### src/design/decode_pkg.sv
// Decode types: opcode and mode enums, register numbers, micro-op, bundle, record, offsets
`default_nettype none

package decode_pkg;

	// ==============================
	// Encodings
	// ==============================

	// Major opcodes; any value not listed here is undefined
	typedef enum logic [6:0] {
		OP_NOP   = 7'd0,
		OP_ADD   = 7'd1,
		OP_SUB   = 7'd2,
		OP_AND   = 7'd3,
		OP_OR    = 7'd4,
		OP_ADDI  = 7'd8,
		OP_LOAD  = 7'd16,
		OP_STB   = 7'd20,
		OP_STW   = 7'd21,
		OP_STORE = 7'd22,
		OP_R3B   = 7'd32,
		OP_R3W   = 7'd33,
		OP_SYS   = 7'd48,
		OP_REXT  = 7'd80,
		OP_IMMC  = 7'd81
	} opcode_t;

	// Value 2 is reserved
	typedef enum logic [1:0] {
		OM_USER    = 2'd0,
		OM_SUPER   = 2'd1,
		OM_MACHINE = 2'd3
	} operating_mode_t;

	typedef logic [6:0] aregno_t;

	// First member is the most significant, so opcode lands in bits 6..0
	typedef struct packed {
		logic [20:0] imm21;
		logic [4:0]  rs3;
		logic [4:0]  rs2;
		logic [4:0]  rs1;
		logic [4:0]  rd;
		opcode_t     opcode;
	} micro_op_t;

	typedef struct packed {
		logic [47:0] parcel1;
		micro_op_t   parcel0;
	} bundle_t;

	typedef struct packed {
		opcode_t     opcode;
		aregno_t     rd;
		aregno_t     rs1;
		aregno_t     rs2;
		aregno_t     rs3;
		logic        rdz;
		logic        rs1z;
		logic        rs2z;
		logic        rs3z;
		logic [63:0] imm;
		logic        has_immc;
		// Parcels consumed by this instruction, 1 or 2
		logic [1:0]  len;
		logic        illegal;
	} decoded_t;

	// ==============================
	// Postfix field positions
	// ==============================

	// REXT carries four 7-bit register fields above its opcode
	localparam int PF_RD_LSB  = 7;
	localparam int PF_RS1_LSB = 14;
	localparam int PF_RS2_LSB = 21;
	localparam int PF_RS3_LSB = 28;
	// IMMC carries a 41-bit constant in bits 47..7
	localparam int PF_IMMC_LSB = 7;
	localparam int IMMC_W      = 41;

	// APB register offsets
	localparam logic [3:0] REG_MODE = 4'h0;
	localparam logic [3:0] REG_NDEC = 4'h4;
	localparam logic [3:0] REG_NILL = 4'h8;
	localparam logic [3:0] REG_CLR  = 4'hC;

	// Stores take their data register from the Rd slot and have no destination
	function automatic logic is_store(input opcode_t op);
		return op inside {OP_STB, OP_STW, OP_STORE};
	endfunction

	// The postfix opcode sits in the low bits of parcel 1, as in parcel 0
	function automatic logic pf_is_rext(input logic [47:0] p);
		return p[6:0] == OP_REXT;
	endfunction

	function automatic logic pf_is_immc(input logic [47:0] p);
		return p[6:0] == OP_IMMC;
	endfunction

endpackage

`default_nettype wire

### src/design/decode_rs3.sv
// Third-source register decoder with zero flag
`timescale 1ns/1ps
`default_nettype none

module decode_rs3 import decode_pkg::*; (
	input  micro_op_t instr,
	input  bundle_t   bundle,
	input  logic      has_immc,
	output aregno_t   rs3,
	output logic      rs3z
);

	logic has_rext;
	aregno_t rext_rs3;

	// The REXT Rs3 field overrides the short slot whatever its source
	assign has_rext = pf_is_rext(bundle.parcel1);
	assign rext_rs3 = bundle.parcel1[PF_RS3_LSB +: 7];

	always_comb
	begin
		// A constant postfix occupies the third operand, so Rs3 reads zero
		if (has_immc)
			rs3 = '0;
		else if (is_store(instr.opcode))
			// Store data comes from the Rd slot
			rs3 = has_rext ? rext_rs3 : {2'b00, instr.rd};
		else if (instr.opcode == OP_R3B || instr.opcode == OP_R3W)
			rs3 = has_rext ? rext_rs3 : {2'b00, instr.rs3};
		else
			rs3 = '0;
		rs3z = ~|rs3;
	end

endmodule

`default_nettype wire

### src/design/decode_regs.sv
// Rd, Rs1 and Rs2 decoder with REXT widening and zero flags
`timescale 1ns/1ps
`default_nettype none

module decode_regs import decode_pkg::*; (
	input  bundle_t bundle,
	output aregno_t rd,
	output aregno_t rs1,
	output aregno_t rs2,
	output logic    rdz,
	output logic    rs1z,
	output logic    rs2z
);

	micro_op_t ir;
	logic has_rext;
	logic use_rd;
	logic use_rs1;
	logic use_rs2;

	assign ir = bundle.parcel0;
	assign has_rext = pf_is_rext(bundle.parcel1);

	always_comb
	begin
		// NOP and the stores write nothing back
		use_rd = !(ir.opcode == OP_NOP || is_store(ir.opcode));
		use_rs1 = ir.opcode != OP_NOP;
		// Two-register ALU ops, store index and the three-source group read Rs2
		use_rs2 = ir.opcode inside {OP_ADD, OP_SUB, OP_AND, OP_OR, OP_R3B, OP_R3W}
			|| is_store(ir.opcode);

		// Wide fields from the postfix, or the short slots zero-extended
		if (has_rext)
		begin
			rd  = bundle.parcel1[PF_RD_LSB +: 7];
			rs1 = bundle.parcel1[PF_RS1_LSB +: 7];
			rs2 = bundle.parcel1[PF_RS2_LSB +: 7];
		end
		else
		begin
			rd  = {2'b00, ir.rd};
			rs1 = {2'b00, ir.rs1};
			rs2 = {2'b00, ir.rs2};
		end

		// Registers the opcode does not touch read as r0
		if (!use_rd)
			rd = '0;
		if (!use_rs1)
			rs1 = '0;
		if (!use_rs2)
			rs2 = '0;

		rdz  = ~|rd;
		rs1z = ~|rs1;
		rs2z = ~|rs2;
	end

endmodule

`default_nettype wire

### src/design/decode_imm.sv
// Immediate extractor, postfix detection and instruction length
`timescale 1ns/1ps
`default_nettype none

module decode_imm import decode_pkg::*; (
	input  bundle_t     bundle,
	output logic [63:0] imm,
	output logic        has_immc,
	output logic [1:0]  len
);

	micro_op_t ir;
	logic has_rext;
	logic [IMMC_W-1:0] immc;

	assign ir = bundle.parcel0;
	assign has_rext = pf_is_rext(bundle.parcel1);
	assign has_immc = pf_is_immc(bundle.parcel1);
	assign immc = bundle.parcel1[PF_IMMC_LSB +: IMMC_W];

	always_comb
	begin
		// The postfix constant takes priority over the short field
		if (has_immc)
			imm = {{(64-IMMC_W){immc[IMMC_W-1]}}, immc};
		else if (ir.opcode == OP_ADDI || ir.opcode == OP_LOAD || is_store(ir.opcode))
			imm = {{43{ir.imm21[20]}}, ir.imm21};
		else
			imm = '0;
	end

	// Either kind of postfix consumes the second parcel
	assign len = (has_rext || has_immc) ? 2'd2 : 2'd1;

endmodule

`default_nettype wire

### src/design/decode_stage.sv
// Decode pipeline stage: field decoders, illegal check and the output register
`timescale 1ns/1ps
`default_nettype none

module decode_stage import decode_pkg::*; (
	input  logic            clk,
	input  logic            rst,
	input  logic            in_valid,
	input  bundle_t         in_bundle,
	output logic            in_ready,
	output logic            out_valid,
	output decoded_t        out_dec,
	input  logic            out_ready,
	input  operating_mode_t om,
	output logic            dec_fire,
	output logic            dec_illegal
);

	decoded_t dec_next;
	opcode_t op;
	logic known_op;
	logic postfix_op;
	logic priv_fault;
	logic in_fire;

	// ==============================
	// Field decoders
	// ==============================

	decode_regs decode_regs_inst (
		.bundle(in_bundle),
		.rd    (dec_next.rd),
		.rs1   (dec_next.rs1),
		.rs2   (dec_next.rs2),
		.rdz   (dec_next.rdz),
		.rs1z  (dec_next.rs1z),
		.rs2z  (dec_next.rs2z)
	);

	decode_imm decode_imm_inst (
		.bundle  (in_bundle),
		.imm     (dec_next.imm),
		.has_immc(dec_next.has_immc),
		.len     (dec_next.len)
	);

	// Rs3 depends on the constant postfix found by the immediate decoder
	decode_rs3 decode_rs3_inst (
		.instr   (in_bundle.parcel0),
		.bundle  (in_bundle),
		.has_immc(dec_next.has_immc),
		.rs3     (dec_next.rs3),
		.rs3z    (dec_next.rs3z)
	);

	assign op = in_bundle.parcel0.opcode;
	assign dec_next.opcode = op;

	// Postfix opcodes are defined values but never valid as a micro-op
	always_comb
	begin
		case (op)
			OP_NOP, OP_ADD, OP_SUB, OP_AND, OP_OR, OP_ADDI, OP_LOAD,
			OP_STB, OP_STW, OP_STORE, OP_R3B, OP_R3W, OP_SYS,
			OP_REXT, OP_IMMC:
				known_op = 1'b1;
			default:
				known_op = 1'b0;
		endcase
		postfix_op = op == OP_REXT || op == OP_IMMC;
		// System ops need supervisor or machine mode at the time of accept
		priv_fault = op == OP_SYS && om == OM_USER;
		dec_next.illegal = !known_op || postfix_op || priv_fault;
	end

	// ==============================
	// Output register
	// ==============================

	// Accept while the register is empty or draining this cycle
	assign in_ready = !out_valid || out_ready;
	assign in_fire = in_valid && in_ready;

	always_ff @(posedge clk)
	begin
		if (rst)
			out_valid <= 1'b0;
		else if (in_fire)
			out_valid <= 1'b1;
		else if (out_ready)
			out_valid <= 1'b0;
	end

	// Record holds under back-pressure because in_fire stays low
	always_ff @(posedge clk)
	begin
		if (in_fire)
			out_dec <= dec_next;
	end

	// One pulse per output transfer for the status counters
	assign dec_fire = out_valid && out_ready;
	assign dec_illegal = dec_fire && out_dec.illegal;

endmodule

`default_nettype wire

### src/design/decode_csr.sv
// APB register block: operating mode and saturating decode/illegal counters
`timescale 1ns/1ps
`default_nettype none

module decode_csr import decode_pkg::*; #(
	parameter int CNT_W = 16
) (
	input  logic            clk,
	input  logic            rst,
	input  logic            psel,
	input  logic            penable,
	input  logic            pwrite,
	input  logic [3:0]      paddr,
	input  logic [31:0]     pwdata,
	output logic [31:0]     prdata,
	output logic            pready,
	output logic            pslverr,
	output operating_mode_t om,
	input  logic            dec_fire,
	input  logic            dec_illegal
);

	logic [CNT_W-1:0] ndec;
	logic [CNT_W-1:0] nill;
	logic access;
	logic addr_hit;
	logic wr_mode;
	logic clr;

	// No wait states, so every access phase completes at once
	assign pready = 1'b1;
	assign access = psel && penable;
	assign addr_hit = paddr inside {REG_MODE, REG_NDEC, REG_NILL, REG_CLR};
	assign pslverr = access && !addr_hit;

	assign wr_mode = access && pwrite && paddr == REG_MODE;
	assign clr = access && pwrite && paddr == REG_CLR && pwdata[0];

	// Machine mode out of reset so system ops decode as legal
	always_ff @(posedge clk)
	begin
		if (rst)
			om <= OM_MACHINE;
		else if (wr_mode)
			om <= operating_mode_t'(pwdata[1:0]);
	end

	// ==============================
	// Counters
	// ==============================

	// Clear has priority over a same-cycle increment; both stick at all ones
	always_ff @(posedge clk)
	begin
		if (rst || clr)
		begin
			ndec <= '0;
			nill <= '0;
		end
		else
		begin
			if (dec_fire && !(&ndec))
				ndec <= ndec + 1'b1;
			if (dec_illegal && !(&nill))
				nill <= nill + 1'b1;
		end
	end

	// Read data is only driven during a read access phase
	always_comb
	begin
		prdata = '0;
		if (access && !pwrite)
			case (paddr)
				REG_MODE: prdata = {30'd0, om};
				REG_NDEC: prdata = 32'(ndec);
				REG_NILL: prdata = 32'(nill);
				default:  prdata = '0;
			endcase
	end

endmodule

`default_nettype wire

### src/design/decode_top.sv
// Decode front end top: pipeline stage plus APB configuration and status block
`timescale 1ns/1ps
`default_nettype none

module decode_top import decode_pkg::*; #(
	parameter int CNT_W = 16
) (
	input  logic        clk,
	input  logic        rst,
	// Instruction stream
	input  logic        in_valid,
	input  bundle_t     in_bundle,
	output logic        in_ready,
	output logic        out_valid,
	output decoded_t    out_dec,
	input  logic        out_ready,
	// APB slave
	input  logic        psel,
	input  logic        penable,
	input  logic        pwrite,
	input  logic [3:0]  paddr,
	input  logic [31:0] pwdata,
	output logic [31:0] prdata,
	output logic        pready,
	output logic        pslverr
);

	operating_mode_t om;
	logic dec_fire;
	logic dec_illegal;

	decode_stage decode_stage_inst (
		.clk        (clk),
		.rst        (rst),
		.in_valid   (in_valid),
		.in_bundle  (in_bundle),
		.in_ready   (in_ready),
		.out_valid  (out_valid),
		.out_dec    (out_dec),
		.out_ready  (out_ready),
		.om         (om),
		.dec_fire   (dec_fire),
		.dec_illegal(dec_illegal)
	);

	// Mode feeds the illegal check, transfer pulses feed the counters
	decode_csr #(
		.CNT_W(CNT_W)
	) decode_csr_inst (
		.clk        (clk),
		.rst        (rst),
		.psel       (psel),
		.penable    (penable),
		.pwrite     (pwrite),
		.paddr      (paddr),
		.pwdata     (pwdata),
		.prdata     (prdata),
		.pready     (pready),
		.pslverr    (pslverr),
		.om         (om),
		.dec_fire   (dec_fire),
		.dec_illegal(dec_illegal)
	);

endmodule

`default_nettype wire

### config.mk
export PLATFORM = sky130hd
export DESIGN_NAME = decode_top
export DESIGN_NICKNAME = d
export VERILOG_FILES = /design/src/design/decode_pkg.sv /design/src/design/decode_rs3.sv /design/src/design/decode_regs.sv /design/src/design/decode_imm.sv /design/src/design/decode_stage.sv /design/src/design/decode_csr.sv /design/src/design/decode_top.sv
export SDC_FILE = /design/constraint.sdc
export NUM_CORES = 1
export LEC_CHECK = 0
export ABC_AREA = 1
export ABC_CLOCK_PERIOD_IN_PS = 5950
export BUFFER_PORTS_ARGS = -buffer_cell sky130_fd_sc_hd__buf_4
export CORE_UTILIZATION = 45
export DETAILED_ROUTE_END_ITERATION = 8
export HOLD_SLACK_MARGIN = 0.1
export PLACE_DENSITY_LB_ADDON = 0.15
export SYNTH_ARGS = -nofsm -noshare
export SYNTH_HDL_FRONTEND = slang
export SYNTH_SLANG_ARGS = --single-unit
### constraint.sdc
create_clock -name clk -period 5.95 [get_ports clk]
set_input_delay 0.8925 -clock clk [delete_from_list [all_inputs] [get_ports clk]]
set_output_delay 0.8925 -clock clk [all_outputs]
set_load 0.05 [all_outputs]
### Word level (Yosys, flattened, before mapping)

Cells that the tools add are included.

| operators by class | value |
|---|---|
| $add $sub $neg | 2 |
| equal/unequal tests | 19 |
| multiplexer cells | 19 |
| reductions and logical operators | 49 |

Operators with widths:

| cell | number |
|---|---|
| 2-to-1 mux 64 bit | 2 |
| 2-to-1 mux 7 bit | 11 |
| case mux 16 bit (3 select lines) | 1 |
| adder 16 x 1 -> 16 bit (second input constant) | 2 |
| 2-to-1 mux 32 bit | 1 |
| AND reduction 16 bit | 2 |
| equality test 7 x 5 -> 1 bit (second input constant) | 4 |
| equality test 7 bit (second input constant) | 4 |
| OR reduction 7 bit | 4 |
| equality test 7 x 6 -> 1 bit (second input constant) | 3 |
| OR reduction 15 bit | 1 |
| equality test 7 x 2 -> 1 bit (second input constant) | 2 |
| logical AND 1 bit | 13 |
| logical OR 1 bit | 11 |
| zero test 1 bit | 10 |
| equality test 4 bit (second input constant) | 2 |
| equality test 7 x 1 -> 1 bit (second input constant) | 1 |
| equality test 7 x 3 -> 1 bit (second input constant) | 1 |
| equality test 7 x 4 -> 1 bit (second input constant) | 1 |
| zero test 7 bit | 1 |
| nonzero test 7 bit | 1 |
| nonzero test 6 bit | 1 |
| equality test 4 x 3 -> 1 bit (second input constant) | 1 |
| zero test 4 bit | 1 |
| 6 further kinds | 8 |

| word-level totals | value |
|---|---|
| flip-flop bits (word level) | 142 |
| input port bits | 139 |
| word-level logic and storage cells | 106 |

### Depth between registers and ports, before layout

| logic depth | value |
|---|---|
| depth after elaboration | 7 |
| mapped depth | 12 |
| gate-level depth less buffers | 12 |

### Hierarchy

Synthesis repeated with hierarchy kept, for this count alone.

| second synthesis, totals | value |
|---|---|
| cells, all modules | 984 |
| area total of the unflattened synthesis | 7875.1 um2 |

Modules (own cells, without submodules):

| module | instances | cells an instance | area an instance (um2) |
|---|---|---|---|
| decode_stage | 1 | 135 | 3352.0 |
| decode_csr | 1 | 423 | 2521.2 |
| decode_imm | 1 | 199 | 883.3 |
| decode_regs | 1 | 139 | 668.1 |
| decode_rs3 | 1 | 88 | 450.4 |

### Least setup slack after synthesis

OpenSTA, ideal clock, no wires.

| timing | value |
|---|---|
| kind | input to register |
| from | input port in_valid |
| to | register, netlist name decode_stage_inst.out_dec[0] |
| library setup time | 0.553 ns |
| data arrival time | 4.996 ns |
| setup slack | 0.400 ns |
| stages on the path | 2 |
| cells stage by stage | inv_1 > a21oi_1 |

| on the way | value |
|---|---|
| cells in the longest elaborated chain, start to end | 1 |

Ends and longest elaborated chain:

| item | line | RTL |
|---|---|---|
| start, declared | decode_top.sv:11 | `input logic in_valid,` |
| logical AND 1 bit | decode_stage.sv:82 | `assign in_fire = in_valid && in_ready;` |
| via decode_stage_inst.in_fire | decode_stage.sv:24 | `logic in_fire;` |

The timed path passes the listed nets, and every way through them passes these cells.
A chain may end at the register's enable or synchronous reset.

### Worst setup path after layout

| timing | value |
|---|---|
| from | input port paddr[1] |
| to | output port prdata[2] |

| on the way | value |
|---|---|
| cells in the longest elaborated chain, start to end | 3 |
| elaborated cells between the ends (all ways) | 5 |

Ends and longest elaborated chain:

| item | line | RTL |
|---|---|---|
| start, declared | decode_top.sv:21 | `input logic [3:0] paddr,` |
| equality test 4 bit, or another cell as far along | decode_csr.sv:74 | `case (paddr)` |
| case mux 16 bit (3 select lines) (*) | decode_csr.sv:74 |  |
| 2-to-1 mux 32 bit (*) | decode_csr.sv:73 | `if (access && !pwrite)` |
| end, declared | decode_top.sv:23 | `output logic [31:0] prdata,` |

Mark *: on every way between the ends. The rest lies on a longest branch, timed or not.

==> flow_summary.toml <==
[status]
status = "completed"

[run]
drv_cap = 0

[critical_path]
crit_arrival_ns = 2.66
r2r_end = "decode_stage_inst.out_dec[5]"
crit_type = "in2out"
reg2reg_from = "decode_stage_inst.out_valid"
reg2reg_depth = 2
crit_path_max_fanout = 16
worstSetupStartpoint = "paddr[1]"
ff2ff_setup_slack_ns = 3.74
crit_path_end = "prdata[2]"
critPathRequiredTime_ns = 5.06
endpoint_kind = "output pin"
start_kind = "input port"

[global_routing]
antenna_found_initial = 0
grt_pass1_vias = 5045
grt_max_degree = 63
grt_overflow = 0
track_usage_pct = 23.9
grt_pass1_wl_um = 26400

[timing]
final.setup_skew_ns = 0.00895
fmax_mhz = 281
finalMaxSlewViolations = 0
tns_ns = 0
finalSetupViolCount = 0
period_needed_ns = 3.55
tightest_slew_ns = 1.04
hold_viol_final = 0
holdWs_ns = 0.507
period_share_pct = 59.7
max_slew_margin_pct = 30.6
rsz0062_at_grt = "false"
finalWorstSetupSlack_ns = 2.40

[routing]
wl_per_cell_um = 14.8
via_per_inst = 4.90
ant_nets = 0
first_pass_iters = 5
drt_iter0_markers = 346
drt-total-wl_um = 17300
vias = 5718
drc = 0

[floorplanning]
num_rows = 43
initial_utilization_pct = 45.9
fp.dieArea_sq_mm = 0.0146
coreArea_sq_mm = 0.0138
chipWidth_um = 121
die_h_um = 121
ioPinCount = 282

[synth]
seq_area_frac_synth_pct = 50.8
synth-edff-count = 84
synth_top_area_share_pct = 39.7
syn_area_sq_mm = 0.00635
yosys.area.top_type = "edfxtp_1"
netlist_instances = 767
ys_ff_latch = 119
synthTopCellsByArea = "edfxtp_1, nand2_1, dfxtp_1"
synth_ff_type = "edfxtp_1"
ys_warn_count = 0
synth_cell_types = 44
syn_avg_cell_area_sq_um = 8.27
async_reset_ff_share_pct = 0

[min_path]
hp-class = "reg2reg"

[pwr]
ir_worst_vdd_mv = 0.156
p_leak_nw = 4.02
power_per_cell_area_mw_per_mm2 = 270

[clocking]
hold_buffers = 0
root_buffer = "clkbuf_16"
post-cts-setup-buffers = 0
clk_latency_ns = 0.41
clock_sinks = 119
clk_path_buf_depth = 2
clk_transition_reported_paths_ns = 0.05
tritoncts = "done"
htreeDepth = 4
cts_buffers = 17
ctsResizeCount = 0

[final_layout]
final_cell_mix = "buf_4, nand2_1, edfxtp_1, inv_1, nor2_1"
area_growth_syn_to_layout_pct = 34.9
layout_commonest_cell = "buf_4"
fillers = 1266
drive_gt1_share_pct = 30.8
diodes = 0
nNetsFinal = 1115

[place]
dp_hpwl_um = 12700
numPortBuffers = 234
post-place-ws_ns = 2.26
place.gp.congestion = 0.810
## synthesized netlist by cell type, types with 5 or more instances
library cell	count
clkbuf_1	6
nor2_2	9
buf_2	10
o21ai_1	5
inv_1	79
nand2_2	10
nor2_1	58
o21ai_0	27
nand3_1	50
dfxtp_1	35
edfxtp_1	84
nand2_1	235
a21oi_1	41
nor3_1	16
buf_4	41
## sequential cells by signal (all words and copies together) (netlist names)
signal / cells
decode_csr_inst.ndec: 16
decode_csr_inst.nill: 16
decode_stage_inst.out_dec: 84
decode_csr_inst.om: 2
decode_stage_inst.out_valid: 1
## area by class of cell
type | count | area, sq um | share of cell area, %
clock buffer | 25 | 508 | 5.93
clock inverter | 7 | 67.6 | 0.789
inverter | 82 | 308 | 3.60
multi-input combinational | 518 | 2460 | 28.7
sequential | 119 | 3220 | 37.7
tap | 180 | 225 | 2.63
timing repair buffer | 236 | 1770 | 20.7
## metrics by stage
step	area (sq um)	power (mW)	std cells	util [%]
after floorplan	6400	1.22	782	-
after global placement	7980	1.34	1135	57.7
after detailed placement	7980	1.34	1135	57.7
after CTS	8560	2.34	1167	61.9
after global routing	8560	2.39	1167	61.9
final	8560	2.31	1167	61.9
## worst max-delay path: stages
cell	delay [ns]
buf_4	0.11
nor2_1	0.24
inv_1	0.11
nor3_2	0.72
nand2_1	0.10
a21oi_1	0.25
buf_4	0.24
## where the power goes
part	total, mW	internal [mW]	switching (mW)
clock	0.989	0.634	0.355
combinational	0.386	0.115	0.271
sequential	0.938	0.926	0.0126
total	2.31	1.67	0.638
## layer usage
| metal | vias up | GRT usage, % | share of wire, % |
|---|---|---|---|
| li1 | 2855 | - | - |
| met1 | 2627 | 28.4 | 42 |
| met2 | 209 | 39.7 | 48 |
| met3 | 27 | 7.36 | 8.0 |
| met4 | 0 | 10.7 | 2.5 |
| met5 | - | 0 | 0 |
## logic make-up after synthesis
logic type,after synthesis,share of synthesized area (%)
AO/OA/AOI/OAI,86,7.51
adder cells (fa/ha/maj),2,0.394
buffers and inverters,145,11.7
flip-flops,119,50.8
other,2,0.118
AND/OR/NAND/NOR,405,28.4
XOR/XNOR,8,1.10
## worst min path at each step
stage                                   startpoint                  endpoint  slack [ns]  cells after the start
after floorplan            decode_csr_inst.ndec[8]   decode_csr_inst.ndec[8]        0.45                      2
after global placement     decode_csr_inst.ndec[8]   decode_csr_inst.ndec[8]        0.48                      2
after detailed placement   decode_csr_inst.ndec[8]   decode_csr_inst.ndec[8]        0.49                      2
after CTS                  decode_csr_inst.ndec[8]   decode_csr_inst.ndec[8]        0.50                      2
after global routing      decode_csr_inst.nill[15]  decode_csr_inst.nill[15]        0.53                      2
final                     decode_csr_inst.ndec[14]  decode_csr_inst.ndec[14]        0.51                      2
Power figures use the tool's default switching activity.
